### config.mk
export PLATFORM = sky130hd
export DESIGN_NAME = mm_sequencer_flat
export DESIGN_NICKNAME = d
export VERILOG_FILES = /design/src/source/mm_pkg.sv /design/src/source/mm_job_if.sv /design/src/source/mm_sequencer.sv /design/src/flat_wrapper.sv
export VERILOG_INCLUDE_DIRS = /design/src /design/src/source
export SDC_FILE = /design/constraint.sdc
export NUM_CORES = 1
export LEC_CHECK = 0
export ABC_AREA = 1
export ABC_CLOCK_PERIOD_IN_PS = 1370
export BUFFER_PORTS_ARGS = -buffer_cell sky130_fd_sc_hd__buf_4
export CAP_MARGIN = 20
export CORE_AREA = 2 2 39 41
export DETAILED_ROUTE_END_ITERATION = 6
export DIE_AREA = 0 0 41 43
export MAX_ROUTING_LAYER = met4
export PLACE_DENSITY_LB_ADDON = 0.1
export SYNTH_ARGS = -nofsm -noshare
export SYNTH_HDL_FRONTEND = slang
export SYNTH_SLANG_ARGS = --single-unit
### constraint.sdc
create_clock -name axis_clk -period 1.37 [get_ports axis_clk]
set_clock_uncertainty 0.15 [all_clocks]
set_input_delay 0.2055 -clock axis_clk [delete_from_list [all_inputs] [get_ports axis_clk]]
set_output_delay 0.2055 -clock axis_clk [all_outputs]
set_load 0.02 [all_outputs]
### src/source/mm_defines.svh
`ifndef MM_DEFINES_SVH
`define MM_DEFINES_SVH

// matrix geometry
`define MM_DIM        4
`define MM_WORD_W     32

// AXI4-Lite control port
`define MM_ADDR_W     12
`define MM_CTRL_ADDR  12'h000

// control register bit positions
`define MM_BIT_START  0
`define MM_BIT_DONE   1
`define MM_BIT_IDLE   2

// words per job, A then B in, C out
`define MM_IN_WORDS   32
`define MM_OUT_WORDS  16

`endif

### src/source/mm_pkg.sv
`include "mm_defines.svh"

package mm_pkg;

    // one matrix element, also the bus data word
    typedef logic [`MM_WORD_W-1:0] mm_word_t;

    // row or column index into a 4x4 matrix
    typedef logic [1:0] mm_idx_t;

    // ------------------------------
    // job phases
    // ------------------------------
    // drain is a spare encoding, the FSM never enters it
    typedef enum logic [1:0] {
        phase_idle    = 2'd0,
        phase_load    = 2'd1,
        phase_compute = 2'd2,
        phase_drain   = 2'd3
    } mm_phase_t;

endpackage

### src/source/mm_job_if.sv
`timescale 1ns/100ps

interface mm_job_if;

    // from the sequencer
    logic load_en;
    logic run;
    logic job_end;

    // single-cycle pulses back to the sequencer
    logic load_full;
    logic run_done;

    modport sequencer (output load_en, output run, output job_end,
                       input load_full, input run_done);

    modport loader (input load_en, output load_full);

    modport engine (input run, output run_done);

endinterface

### src/source/mm_sequencer.sv
`timescale 1ns/100ps

module mm_sequencer (
    input  logic          axis_clk,
    input  logic          axis_rst_n,
    input  logic          start_req,
    output logic          idle,
    mm_job_if.sequencer   job
);
    import mm_pkg::*;

    mm_phase_t phase_q;

    // ------------------------------
    // phase FSM
    // ------------------------------
    always_ff @(posedge axis_clk or negedge axis_rst_n) begin
        if (!axis_rst_n) begin
            phase_q <= phase_idle;
        end else begin
            case (phase_q)
                phase_idle: begin
                    if (start_req) begin
                        phase_q <= phase_load;
                    end
                end
                phase_load: begin
                    if (job.load_full) begin
                        phase_q <= phase_compute;
                    end
                end
                phase_compute: begin
                    // last output accepted downstream
                    if (job.run_done) begin
                        phase_q <= phase_idle;
                    end
                end
                default:     phase_q <= phase_idle;
            endcase
        end
    end

    assign idle        = (phase_q == phase_idle);
    assign job.load_en = (phase_q == phase_load);
    assign job.run     = (phase_q == phase_compute);
    assign job.job_end = job.run_done && (phase_q == phase_compute);

    // register block must gate start with idle
    assert property (@(posedge axis_clk) disable iff (!axis_rst_n)
        start_req |-> phase_q == phase_idle);

endmodule

### src/flat_wrapper.sv
// flat-port wrapper written by rule: the top's interface ports become plain ports
module mm_sequencer_flat import mm_pkg::*;
  (axis_clk, axis_rst_n, start_req, idle, job_load_en, job_run, job_job_end, job_load_full, job_run_done);
  mm_job_if job_i ();
  input  logic axis_clk;
  input  logic axis_rst_n;
  input  logic start_req;
  output logic idle;
  output wire logic [$bits(job_i.load_en)-1:0] job_load_en;
  output wire logic [$bits(job_i.run)-1:0] job_run;
  output wire logic [$bits(job_i.job_end)-1:0] job_job_end;
  input wire logic [$bits(job_i.load_full)-1:0] job_load_full;
  input wire logic [$bits(job_i.run_done)-1:0] job_run_done;
  assign job_load_en = job_i.load_en;
  assign job_run = job_i.run;
  assign job_job_end = job_i.job_end;
  assign job_i.load_full = job_load_full;
  assign job_i.run_done = job_run_done;
  mm_sequencer u_core (.axis_clk(axis_clk), .axis_rst_n(axis_rst_n), .start_req(start_req), .idle(idle), .job(job_i));
endmodule
==> summary.txt <==
Outcome
  • Status: complete, no violations

Timing
  • Final Max Tran Viols: 0
  • Max-slew headroom: 0.911
  • Final worst path period share: 0.985
  • Post-route minimum period: 1.35 ns
  • Fmax: 741 MHz
  • Setup violations, final: 0
  • Final WS setup: 0.0203 ns
  • Slew @ Worst Pin: 0.132 ns
  • Hold Fails Final Rpt: 0
  • RSZ-0062 raised after global routing: yes

Placed design
  • Dpl hpwl: 250 um
  • Input/output buffers: 8
  • RePlAce Congestion: 0.550
  • Dpl ws: 0.201 ns

Floorplanning
  • Core ar.: 1380 sq um
  • Die X: 41 um
  • Num rows: 14
  • Die area: 1760 sq um
  • Die H: 43 um
  • Initial Utilization: 0.0886
  • # IOs: 9

Synth
  • Count leader, synth: nand2_1
  • Post-synth EDFFs: 0
  • Syn nets: 22
  • Syn avg cell area: 7.21 sq um
  • Sequential share of the synthesized area: 0.408
  • Synth cell count leaders: nand2_1 (5), inv_1 (4), dfrtp_1 (2)
  • Post-Syn Area: 123 sq um
  • Cells after Synth: 17
  • Cell taking the most area after synthesis: dfrtp_1
  • Async S/R FF share, synth: 1.00
  • Area contributors post-synth: dfrtp_1 (41%), nand2_1 (15%), inv_1 (12%), o21bai_2 (9.2%), nor3b_1 (6.1%)
  • Synth top area share: 0.408
  • Yosys warning total: 0
  • Top_reg_cell synth: dfrtp_1
  • Post-synthesis register bit count: 2
  • Netlist cell types: 9

Final layout
  • Area of the multi-input gates: 62.6 sq um
  • Largest regs: u_core.phase_q x2
  • Fin nets: 37
  • Area grow syn2layout: 103%
  • Layout cells sized above 1: 0.567
  • N_diodes: 0
  • Post-layout util: 0.180
  • Biggest register: u_core.phase_q
  • Fillers: 172
  • Reg area: 51.3 sq um
  • Number of flip-flops in the largest register: 2

Detailed routing
  • Initial drt markers: 0
  • TritonRoute pass-1 iters: 1
  • Routed vias/inst: 3.13
  • Total Wirelength: 327 um
  • Drt drc: 0
  • Drt wl/cell: 7.11 um
  • Post-route ant nets: 0
  • Vias post-DR: 144

Global routing
  • Vias in the first global route: 145
  • GR Overflow Total: 0
  • Wire length of the first global-routing pass: 469 um
  • Met2 global-route usage: 0.0500
  • Largest net degree at the start of global routing: 7
  • Met1 Use GR: 0.0450
  • GRT Util Overall: 0.0463
  • Initial antenna violation count: 0
  • GR peak layer: met4
  • Met3 Usage GRT: 0.0157

Worst setup path
  • CP Capture Type: primary output
  • CP arrival: 0.99 ns
  • CP required: 1.01 ns
  • Setup Crit Path Kind: flop to primary output
  • CP max FO: 6
  • Crit start category: flop

Clock network
  • CTS H-tree depth: 1
  • Clk slew on worst S/H paths: 0.03 ns
  • Clock buffers created by TritonCTS: 3
  • Clock sink count: 2
  • Clock tree buffer depth: 2
  • CTS tree: built
  • Root Driver: clkbuf_4
  • Worst skew pair latency: 0.22 ns

Run
  • Max-cap violations: 0

Pwr
  • Power Total: 0.531 mW
  • Total leakage power: 0.140 nW
  • PD cells: 2130 nW/um^2
  • Worst vdd ir: 0.443 mV

Worst hold path
  • HP Class: input port to flop
## worst max-delay path, cell delays in order (launching register included)
cell     delay [ns]
dfrtp_2        0.43
nor3b_2        0.18
buf_4          0.16
## through the flow
step                setup TNS, ns  hold WS [ns]  std cells  instance area (sq um)
floorplan                       0        -0.240         17                    123
finish                          0        0.0570         46                    249
global route              -0.0348        0.0741         46                    249
detailed placement              0        -0.159         41                    203
CTS                             0        0.0497         45                    241
global placement                0        -0.161         41                    203
## cell families after synthesis
kind of cell	after synthesis	synth area share
DFF	2	0.408
buffers and inverters	4	0.122
AOI/OAI and AO/OA	1	0.0918
and+or+nand+nor	10	0.378
## worst paths after layout
path | slack [ns] | start | depth (start not counted) | to
max | 0.02 | u_core.phase_q[0]$_DFFE_PN0P_ | 2 | job_job_end
min | 0.06 | start_req | 3 | u_core.phase_q[0]$_DFFE_PN0P_
max reg2reg | 0.28 | u_core.phase_q[1]$_DFFE_PN0P_ | 5 | u_core.phase_q[1]$_DFFE_PN0P_
min reg2reg | 0.42 | u_core.phase_q[1]$_DFFE_PN0P_ | 3 | u_core.phase_q[0]$_DFFE_PN0P_
max in group asynchronous | 0.82 | axis_rst_n | 2 | u_core.phase_q[0]$_DFFE_PN0P_
min in group asynchronous | 0.15 | axis_rst_n | 2 | u_core.phase_q[1]$_DFFE_PN0P_
## cell type report
type / instances / share of cell area
timing repair buffer: 10 / 0.312
tap: 16 / 0.0804
sequential: 2 / 0.206
clock buffer: 3 / 0.0905
multi-input combinational: 11 / 0.251
inverter: 4 / 0.0603
## per-layer routing
metal | up-vias | share of wire
met1 | 60 | 0.38
li1 | 77 | -
met4 | 0 | 0
met2 | 7 | 0.49
met5 | - | 0
met3 | 0 | 0.13
## cells in the final DEF, fill, tap and decap left out, drive strengths merged
cell,synthesis,final
buf,0,9
nand2,5,5
inv,4,4
clkbuf,0,3
nor2,2,2
dfrtp,2,2
nor3b,1,1
nand3,1,1
nor3,1,1
o21bai,1,1
dlygate4sd3,0,1
## power breakdown
group          total [mW]  internal [mW]  leakage [nW]  switching [mW]
registers           0.123         0.0881        0.0242          0.0350
logic               0.280          0.126         0.102           0.153
clock network       0.128         0.0965        0.0138          0.0315
## repair_timing
item                       4_1_cts  5_1_grt
buffers inserted                 0        1
gates resized for setup          3        0
hold endpoints to repair         2        0
hold buffers                     1        0
setup endpoints to repair        2        2
gates cloned                     0        0
Power figures use the tool's default switching activity.
