--- src/source/mm_defines.svh ---
`ifndef MM_DEFINES_SVH
`define MM_DEFINES_SVH

// matrix geometry
`define MM_DIM        4
`define MM_WORD_W     32

// AXI4-Lite control port
`define MM_ADDR_W     12
`define MM_CTRL_ADDR  12'h000

// control register bit positions
`define MM_BIT_START  0
`define MM_BIT_DONE   1
`define MM_BIT_IDLE   2

// words per job, A then B in, C out
`define MM_IN_WORDS   32
`define MM_OUT_WORDS  16

`endif

--- src/source/mm_pkg.sv ---
`include "mm_defines.svh"

package mm_pkg;

    // one matrix element, also the bus data word
    typedef logic [`MM_WORD_W-1:0] mm_word_t;

    // row or column index into a 4x4 matrix
    typedef logic [1:0] mm_idx_t;

    // ------------------------------
    // job phases
    // ------------------------------
    // drain is a spare encoding, the FSM never enters it
    typedef enum logic [1:0] {
        phase_idle    = 2'd0,
        phase_load    = 2'd1,
        phase_compute = 2'd2,
        phase_drain   = 2'd3
    } mm_phase_t;

endpackage

--- src/source/mm_axil_regs.sv ---
`timescale 1ns/100ps
`include "mm_defines.svh"

module mm_axil_regs (
    input  logic                    axis_clk,
    input  logic                    axis_rst_n,
    input  logic                    awvalid,
    output logic                    awready,
    input  logic [`MM_ADDR_W-1:0]   awaddr,
    input  logic                    wvalid,
    output logic                    wready,
    input  mm_pkg::mm_word_t        wdata,
    input  logic [`MM_WORD_W/8-1:0] wstrb,
    output logic                    bvalid,
    input  logic                    bready,
    output logic [1:0]              bresp,
    input  logic                    arvalid,
    output logic                    arready,
    input  logic [`MM_ADDR_W-1:0]   araddr,
    output logic                    rvalid,
    input  logic                    rready,
    output mm_pkg::mm_word_t        rdata,
    output logic [1:0]              rresp,
    input  logic                    idle,
    input  logic                    job_end,
    output logic                    start_req
);
    import mm_pkg::*;

    logic     wr_rdy_q;
    logic     bvalid_q;
    logic     arready_q;
    logic     rvalid_q;
    logic     done_q;
    mm_word_t rdata_q;

    // ------------------------------
    // write channel
    // ------------------------------
    // address and data accepted together, one write outstanding at a time
    always_ff @(posedge axis_clk or negedge axis_rst_n) begin
        if (!axis_rst_n) begin
            wr_rdy_q <= 1'b0;
            bvalid_q <= 1'b0;
        end else begin
            wr_rdy_q <= awvalid && wvalid && !wr_rdy_q && !bvalid_q;
            if (wr_rdy_q) begin
                bvalid_q <= 1'b1;
            end else if (bready) begin
                bvalid_q <= 1'b0;
            end
        end
    end

    assign awready = wr_rdy_q;
    assign wready  = wr_rdy_q;
    assign bvalid  = bvalid_q;
    assign bresp   = 2'b00;

    // start only honoured when no job is running
    assign start_req = wr_rdy_q && (awaddr == `MM_CTRL_ADDR) && wstrb[0]
                       && wdata[`MM_BIT_START] && idle;

    // ------------------------------
    // read channel
    // ------------------------------
    always_ff @(posedge axis_clk or negedge axis_rst_n) begin
        if (!axis_rst_n) begin
            arready_q <= 1'b0;
            rvalid_q  <= 1'b0;
        end else begin
            arready_q <= arvalid && !arready_q && !rvalid_q;
            if (arready_q) begin
                rvalid_q <= 1'b1;
            end else if (rready) begin
                rvalid_q <= 1'b0;
            end
        end
    end

    // status snapshot taken on the address handshake
    always_ff @(posedge axis_clk) begin
        if (arready_q) begin
            rdata_q <= '0;
            if (araddr == `MM_CTRL_ADDR) begin
                rdata_q[`MM_BIT_DONE] <= done_q;
                rdata_q[`MM_BIT_IDLE] <= idle;
            end
        end
    end

    // sticky done, cleared once a read has carried it out
    always_ff @(posedge axis_clk or negedge axis_rst_n) begin
        if (!axis_rst_n) begin
            done_q <= 1'b0;
        end else if (job_end) begin
            done_q <= 1'b1;
        end else if (rvalid_q && rready && rdata_q[`MM_BIT_DONE]) begin
            done_q <= 1'b0;
        end
    end

    assign arready = arready_q;
    assign rvalid  = rvalid_q;
    assign rdata   = rdata_q;
    assign rresp   = 2'b00;

    // write response must stay up until the master takes it
    assert property (@(posedge axis_clk) disable iff (!axis_rst_n)
        bvalid && !bready |=> bvalid);

endmodule

--- config.mk ---
export PLATFORM = sky130hd
export DESIGN_NAME = mm_axil_regs
export DESIGN_NICKNAME = d
export VERILOG_FILES = /design/src/source/mm_pkg.sv /design/src/source/mm_axil_regs.sv
export VERILOG_INCLUDE_DIRS = /design/src /design/src/source
export SDC_FILE = /design/constraint.sdc
export NUM_CORES = 1
export LEC_CHECK = 0
export ABC_AREA = 0
export BUFFER_PORTS_ARGS = -buffer_cell sky130_fd_sc_hd__clkbuf_2
export CAP_MARGIN = 10
export CORE_MARGIN = 10
export CORE_UTILIZATION = 28
export DETAILED_ROUTE_END_ITERATION = 7
export PLACE_DENSITY = 0.92
export SYNTH_ARGS = -nofsm -noshare
export SYNTH_HDL_FRONTEND = slang
export SYNTH_SLANG_ARGS = --single-unit
export TNS_END_PERCENT = 10
--- constraint.sdc ---
create_clock -name axis_clk -period 1.5 [get_ports axis_clk]
set_input_delay 0.225 -clock axis_clk [delete_from_list [all_inputs] [get_ports axis_clk]]
set_output_delay 0.225 -clock axis_clk [all_outputs]
set_load 0.05 [all_outputs]
==> results of run 1 <==
[cell type report]
class,instances,share of cell area (%)
Clock buffer,4,3.39
Tap cell,27,4.36
Timing Repair Buffer,44,30.7
Multi-Input combinational cell,52,36.5
Inverter,2,0.969
Sequential cell,7,24.1
[cells by family (layout without fill, tap and decap cells)]
group,count (synthesis),in the layout,synth area share [%]
compound gates,3,3,3.77
buf+inv,37,50,45.3
flops,7,7,31.0
other cells,1,34,0.628
simple gates,15,15,19.3
[sequential cells by signal, summed over array words and instances, names as in the netlist]
name,count
arready,1
done_q,1
bvalid,1
rvalid,1
awready,1
rdata,2
[worst reg2reg max path, cell delays in order (launching register included)]
cell     delay (ns)
dfrtp_1        0.36
or4b_1         0.44
nor4_1         0.27
[what timing repair did]
action,in CTS,in global routing
gates cloned,0,0
endpoints found under the hold margin,5,0
gates resized for setup,3,3
hold buffers,1,0
pin swaps,0,0
setup endpoints to repair,1,1
setup buffers,0,1
[through the flow]
stage	total power [mW]	hold slack [ns]	utilization [%]	std cells
4_1_cts	0.772	0.168	37.8	135
3_5_place_dp	0.606	0.0432	35.2	130
3_3_place_gp	0.603	0.0419	35.2	130
6_report	0.772	0.172	38.7	136
2_1_floorplan	0.601	-0.0706	-	96
5_1_grt	0.820	0.179	38.7	136
[path summary, 6_finish.rpt]
check                                   startpoint                endpoint  slack, ns
worst max-delay path             awready$_DFF_PN0_               start_req       0.04
worst min-delay path                       job_end      done_q$_DFFE_PN0P_       0.17
worst max register to register  done_q$_DFFE_PN0P_  rdata[1]$_SDFFCE_PP0P_       0.22
worst min register to register  bvalid$_DFFE_PN0P_       awready$_DFF_PN0_       0.45
max in group asynchronous               axis_rst_n       awready$_DFF_PN0_       1.02
min in group asynchronous               axis_rst_n      rvalid$_DFFE_PN0P_       0.33
[placed cells by master (no fill, tap or decap), drive strengths merged, types with 2 or more instances in the layout]
cell type  netlist  layout
nor4             3       3
conb             1      34
edfxtp           2       2
a21o             3       3
clkbuf           0      45
or4b             2       2
dfrtp            5       5
nor4b            2       2
buf             35       2
or4              2       2
inv              2       2
[layer usage]
metal  vias up  GRT usage, %  part of all wire, %
li1        238             -                    -
met1       221          5.93                   33
met2        44          12.3                   50
met3         2          4.41                   16
met4         0          6.28                  1.7
met5         -             0                    0
[where the power goes]
group / internal, mW / switching (mW) / total, mW
registers: 0.222 / 0.0215 / 0.243
clock network: 0.101 / 0.0567 / 0.157
logic: 0.0667 / 0.305 / 0.372
==> impl_metrics.tcl, run 1 <==
set metrics [dict create \
    outcome "finished, final reports clean" \
    hold_depth 2 \
    h-tree-depth 1 \
    critPathMaxStageDelay_ns 0.39 \
    dpl.hpwl_microns 1650 \
    wl_microns 1770 \
    yosysTopAreaCell "buf_4" \
    layout_setup_ws_ns 0.0360 \
    synthArstFlopShare_pct 71.4 \
    drc_errors 0 \
    cpMaxStageDelayCell "dfrtp_2" \
    final_nets 179 \
    synth_area_leaders "buf_4 44%, dfrtp_1 21%, edfxtp_1 10%" \
    start_util_pct 29.8 \
    finalSetupViolCount 0 \
    vias 505 \
    cts_tree "built" \
    pre_cts_ws_ns 0.101 \
    synth_ff_type "dfrtp_1" \
    grt-ovfl-total 0 \
    io_pins 111 \
    vdd_drop_max_mv 0.314 \
    min_period_ns 1.46 \
    fin_skew_ns 0.000549 \
    pwr_density_cell_nw_per_um2 997 \
    synth-seq-cells 7 \
    critPathKind "reg -> out" \
    multi_input_area_sq_um 283 \
    crit_cells 3 \
    cts-root-buf "clkbuf_4" \
    portBuffers 42 \
    drtPass1Iterations 4 \
    final-max-slew-violation-count 0 \
    die_h_microns 66.2 \
    cap_violations 0 \
    fillers 234 \
    first_global_vias 587 \
    r2r_cells 2 \
    first_iter_violations 2 \
    fp.coreArea_sq_um 2000 \
    drive_above_1_share_pct 45.9 \
    gp_congestion 0.690 \
    grt_max_degree 6 \
    die_width_microns 66.2 \
    path_delay_family "simple AND/OR/NAND/NOR gates" \
    wl_per_cell_microns 13.0 \
    antenna_cells 0 \
    regArea_sq_um 186 \
    worstSkewPairLatency_ns 0.24 \
    synthCells 63 \
    grt.total_usage_pct 7.33 \
    synth_area_per_cell_sq_um 9.47 \
    synth_most_common_cell "buf_4" \
    crit_chain "nor4b_4 > and4_4 > buf_8" \
    synth-edff-count 2 \
    stdcell_area_sq_um 774 \
    cts_buffer_depth 2 \
    crit_arrival_ns 1.24 \
    critPathLaunchType "flop" \
    cp_num_buf_inv 1 \
    clk_pin_slew_ns 0.05 \
    min_path_type "in -> reg" \
    antenna_found_initial 0 \
    max_freq_ghz 0.683 \
    final_antenna_net_count 0 \
    tns_ns 0 \
    drt-vias-per-instance 3.71 \
    cts_buffers 3 \
    crit_fanout 5 \
    grt_pass1_wl_microns 2440 \
    synth_commonest_cells "35 x buf_4, 5 x dfrtp_1, 3 x a21o_1, 3 x nor4_1" \
    yosysSeqAreaShare_pct 31.0 \
    ys_types 17 \
    area_growth_pct 29.8 \
    rows 16 \
    p_leak_nw 0.451 \
    hold_violations 0 \
    syn-cell-area_sq_um 597 \
    fin_crit_sh_pct 97.6 \
    synth_top_area_share_pct 44.0 \
    dieArea_sq_um 4380 \
    clkSinkCount 7 \
    cp-end-kind "primary output" \
    yosysWarnings 0 \
    cp_data_required_time_ns 1.27 \
    dpl_cell_area_sq_um 704 \
]
Power figures use the tool's default switching activity.
==> run 2, diff against run 1 <==
--- a/config.mk
+++ b/config.mk
@@ -13,6 +13,7 @@
 export CORE_UTILIZATION = 28
 export DETAILED_ROUTE_END_ITERATION = 7
 export PLACE_DENSITY = 0.92
+export RECOVER_POWER = 25
 export SYNTH_ARGS = -nofsm -noshare
 export SYNTH_HDL_FRONTEND = slang
 export SYNTH_SLANG_ARGS = --single-unit
==> run 2 against run 1 <==
  * Highest routed layer unchanged
  * Register-to-register slack hardly changed
  * Die area stayed put
  * Hold slack stayed put
  * Cell count stayed put
==> impl_metrics.tcl, run 2 (synthesis gave the netlist of run 1 again) <==
set metrics [dict create \
    min_period_ns 1.46 \
    finalSetupViolCount 0 \
    fp.coreArea_sq_um 2000 \
    layout_common_cells "40 x clkbuf_2, 34 x conb_1, 4 x dfrtp_1" \
    die_h_microns 66.2 \
    critPathMaxStageDelay_ns 0.39 \
    drive_above_1_share_pct 45.0 \
    fillers 235 \
    antenna_found_initial 0 \
    regArea_sq_um 186 \
    cts-root-buf "clkbuf_4" \
    fin_skew_ns 0.000549 \
    wl_microns 1770 \
    grt_max_degree 6 \
    crit_arrival_ns 1.24 \
    drt-vias-per-instance 3.71 \
    critPathKind "reg -> out" \
    clkSinkCount 7 \
    final-max-slew-violation-count 0 \
    cp-end-kind "primary output" \
    rows 16 \
    wl_per_cell_microns 13.0 \
    drc_errors 0 \
    pwr_density_cell_nw_per_um2 998 \
    tns_ns 0 \
    antenna_cells 0 \
    cts_buffer_depth 2 \
    grt.total_usage_pct 7.33 \
    start_util_pct 29.8 \
    crit_chain "nor4b_4 > and4_4 > buf_8" \
    vdd_drop_max_mv 0.314 \
    dp.cells 130 \
    multi_input_area_sq_um 283 \
    dieArea_sq_um 4380 \
    portBuffers 42 \
    path_delay_family "simple AND/OR/NAND/NOR gates" \
    vias 505 \
    final_antenna_net_count 0 \
    whs_ns 0.172 \
    cp_num_buf_inv 1 \
    final_nets 179 \
    min_path_type "in -> reg" \
    die_width_microns 66.2 \
    cpMaxStageDelayCell "dfrtp_2" \
    area_growth_pct 29.6 \
    first_global_vias 587 \
    hold_violations 0 \
    totalPowerFinal_mw 0.772 \
    grt_pass1_wl_microns 2440 \
    drtPass1Iterations 4 \
    max_freq_ghz 0.683 \
    cap_violations 0 \
    fin_cells 136 \
    critPathLaunchType "flop" \
    dpl.hpwl_microns 1650 \
    mostFrequentLayoutCell "clkbuf_2" \
    largest_reg_flops 2 \
    clk_pin_slew_ns 0.05 \
    cts_tree "built" \
    outcome "finished, final reports clean" \
    io_pins 111 \
    gp_congestion 0.690 \
    h-tree-depth 1 \
    first_iter_violations 2 \
    worstSkewPairLatency_ns 0.24 \
    cts_buffers 3 \
    grt-ovfl-total 0 \
    cp_data_required_time_ns 1.27 \
    crit_fanout 5 \
    p_leak_nw 0.448 \
    fin_crit_sh_pct 97.6 \
]
[run 2: worst paths after layout]
kind                                     endpoint               start  cells past startpoint  slack [ns]
max                                     start_req   awready$_DFF_PN0_                      3        0.04
min                            done_q$_DFFE_PN0P_             job_end                      2        0.17
max reg2reg                rdata[1]$_SDFFCE_PP0P_  done_q$_DFFE_PN0P_                      2        0.22
min reg2reg                     awready$_DFF_PN0_  bvalid$_DFFE_PN0P_                      1        0.45
max in group asynchronous       awready$_DFF_PN0_          axis_rst_n                      2        0.93
min in group asynchronous      rvalid$_DFFE_PN0P_          axis_rst_n                      2        0.36
[run 2: per-layer routing]
| layer | routed length [microns] | track usage [%] | vias up |
|---|---|---|---|
| li1 | - | - | 238 |
| met1 | 577 | 5.93 | 221 |
| met2 | 883 | 12.3 | 44 |
| met3 | 280 | 4.41 | 2 |
| met4 | 31 | 6.28 | 0 |
| met5 | 0 | 0 | - |
[run 2: through the flow]
stage / cell area (sq um) / utilization (%) / setup WS, ns
6_report: 773 / 38.6 / 0.0360
5_1_grt: 773 / 38.6 / -0.0331
4_1_cts: 756 / 37.8 / 0.000384
3_5_place_dp: 704 / 35.2 / 0.101
3_3_place_gp: 704 / 35.2 / 0.103
2_1_floorplan: 723 / - / 0.101
[run 2: layout make-up]
type / instances / share of cell area [%]
Multi-Input combinational cell: 52 / 36.6
Timing Repair Buffer: 44 / 30.6
Sequential cell: 7 / 24.1
Tap cell: 27 / 4.37
Clock buffer: 4 / 3.40
Inverter: 2 / 0.971
[run 2: power by group]
group / switching (mW) / internal (mW)
sequential: 0.0215 / 0.222
clock: 0.0567 / 0.101
combinational: 0.305 / 0.0664
[run 2: repair_timing]
item | 4_1_cts | 5_1_grt
gates cloned | 0 | 0
hold buffers | 1 | 0
gates resized for setup | 3 | 3
hold endpoints to repair | 5 | 0
buffers inserted | 0 | 1
endpoints found under the setup margin | 1 | 1
==> run 3, diff against run 2 <==
--- a/config.mk
+++ b/config.mk
@@ -10,9 +10,9 @@
 export BUFFER_PORTS_ARGS = -buffer_cell sky130_fd_sc_hd__clkbuf_2
 export CAP_MARGIN = 10
 export CORE_MARGIN = 10
-export CORE_UTILIZATION = 28
+export CORE_UTILIZATION = 23
 export DETAILED_ROUTE_END_ITERATION = 7
-export PLACE_DENSITY = 0.92
+export PLACE_DENSITY = 0.82
 export RECOVER_POWER = 25
 export SYNTH_ARGS = -nofsm -noshare
 export SYNTH_HDL_FRONTEND = slang
==> constraint.sdc (replaced) <==
create_clock -name axis_clk -period 1.3 [get_ports axis_clk]
set_input_delay 0.195 -clock axis_clk [delete_from_list [all_inputs] [get_ports axis_clk]]
set_output_delay 0.195 -clock axis_clk [all_outputs]
set_load 0.05 [all_outputs]
==> run 3 against run 2 <==
  * The run now ends with negative setup slack left
  * Highest routed layer unchanged
  * Non-clock buffer count grew 1
  * Count of clock-buffer cells in the layout is the same
  * Clock power grew 20%
  * Via count shrank 1.4%
  * Hold slack lost 0.038 ns
  * Cell count grew 2.9%
  * Flip-flop and latch count is the same
  * Global-route usage shrank 0.97 points
  * Critical path depth is the same
  * Largest power group unchanged
  * Sequential share of layout area shrank 0.50 points
  * Combinational power grew 16%
==> impl_metrics.tcl, run 3 (synthesis gave the netlist of run 1 again) <==
set metrics [dict create \
    hold_path_end "done_q$_DFFE_PN0P_" \
    drtPass1Iterations 2 \
    layout_common_cells "40 x clkbuf_2, 34 x conb_1, 4 x dfrtp_1" \
    power.switching_mw 0.447 \
    p_seq_share_pct 30.8 \
    cts-root-buf "clkbuf_4" \
    pwr_density_cell_nw_per_um2 1140 \
    portBuffers 42 \
    grt_pass1_wl_microns 2660 \
    crit_fanout 2 \
    final_nets 180 \
    fin_skew_ns 0.000589 \
    rr_endpoint "rdata[1]$_SDFFCE_PP0P_" \
    regArea_sq_um 186 \
    rsz0062_at_grt "true" \
    hold_violations 0 \
    largest_reg_flops 2 \
    vias 498 \
    drive_above_1_share_pct 45.5 \
    min_from "job_end" \
    cts_buffer_depth 2 \
    antenna_cells 0 \
    multi_input_area_sq_um 283 \
    grt_max_degree 6 \
    fillers 285 \
    drc_errors 0 \
    grt.total_usage_pct 6.35 \
    h-tree-depth 1 \
    critPathLaunchType "flop" \
    max_freq_ghz 0.738 \
    final_antenna_net_count 0 \
    antenna_found_initial 0 \
    p_leak_nw 0.454 \
    fp.coreArea_sq_um 2480 \
    dr_wl_met3_microns 215 \
    cp_data_required_time_ns 1.11 \
    first_global_vias 606 \
    start_util_pct 24.1 \
    intPower_mw 0.450 \
    crit_arrival_ns 1.16 \
    cts_tree "built" \
    min_period_ns 1.36 \
    finalSetupViolCount 1 \
    cts_setup_buffers 0 \
    worstSkewPairLatency_ns 0.24 \
    layout_setup_ws_ns -0.0553 \
    clkSinkCount 7 \
    totalPowerFinal_mw 0.896 \
    hold_depth 2 \
    ff2ff_setup_slack_ns 0.15 \
    wl_microns 1750 \
    wl_per_cell_microns 12.5 \
    first_iter_violations 14 \
    clk_pin_slew_ns 0.05 \
    highest_layer "met4" \
    power_frac_clock_pct 21.0 \
    drt-vias-per-instance 3.56 \
    rows 18 \
    mostFrequentLayoutCell "clkbuf_2" \
    cp-end-kind "primary output" \
    startpoint "awready$_DFF_PN0_" \
    p_comb_share_pct 48.1 \
    met2WireLength_microns 979 \
    swShare_pct 49.8 \
    die_h_microns 70.9 \
    violations "negative setup slack" \
    gp_congestion 0.713 \
    vdd_drop_max_mv 0.480 \
    dieArea_sq_um 5030 \
    cts_buffers 3 \
    fin_crit_sh_pct 104 \
    io_pins 111 \
    dpl.hpwl_microns 1690 \
    die_width_microns 70.9 \
    final_core_util_pct 31.9 \
    grt-ovfl-total 0 \
    area_growth_pct 32.3 \
    critPathKind "reg -> out" \
    r2r_cells 2 \
    wl_met1_microns 529 \
    cap_violations 0 \
    r2r-start "done_q$_DFFE_PN0P_" \
    min_path_type "in -> reg" \
    final-max-slew-violation-count 0 \
    outcome "finished with violations" \
]
run 3: cell types whose count changed in the layout (fill, tap and decap cells not counted), sizes merged:
cell / before / now
buf: 2 / 3
run 3: area by class of cell:
class,count,share of cell area [%]
sequential,7,23.6
tap,30,4.75
clock buffer,4,3.33
timing repair buffer,45,31.5
inverter,2,0.951
multi-input combinational,52,35.8
run 3: how the worst max path moves through the flow:
stage,endpoint,slack (ns),depth (start not counted)
after floorplan,start_req,-0.004,2
after global placement,start_req,-0.02,5
after detailed placement,rdata[1]$_SDFFCE_PP0P_,0.03,3
after CTS,start_req,-0.09,3
after global routing,start_req,-0.12,3
final,start_req,-0.06,3
run 3: timing repair:
action                                  4_1_cts  5_1_grt
gates resized for setup                       1        0
hold endpoints to repair                      5        0
hold buffers                                  1        0
endpoints found under the setup margin        1        1
pin swaps                                     1        0
run 3: layer usage:
metal	vias up	GRT usage, %
li1	243	-
met1	218	5.30
met2	35	11.5
met3	2	3.07
met4	0	4.52
met5	-	0
run 3: metrics by stage:
stage | setup TNS (ns) | setup slack, ns | cell area [sq um] | std cells | hold slack [ns]
after global placement | -0.0203 | -0.0203 | 746 | 135 | 0.0145
after global routing | -0.116 | -0.116 | 790 | 140 | 0.128
after floorplan | -0.00437 | -0.00437 | 731 | 96 | -0.101
after detailed placement | 0 | 0.0318 | 746 | 135 | 0.0145
after CTS | -0.0905 | -0.0905 | 791 | 140 | 0.124
final | -0.0553 | -0.0553 | 790 | 140 | 0.134
run 3: worst max-delay path, stage by stage, from the launching register on:
cell and delay (ns):
dfrtp_2 0.35, nor4b_4 0.18, and4_4 0.25, buf_12 0.13
run 3: power by group through the flow:
stage               combinational [mW]  clock (mW)  sequential, mW
CTS                              0.430       0.199           0.277
floorplan                        0.330           0           0.365
detailed placement               0.424           0           0.281
global placement                 0.420           0           0.281
finish                           0.431       0.189           0.276
global route                     0.452       0.209           0.281
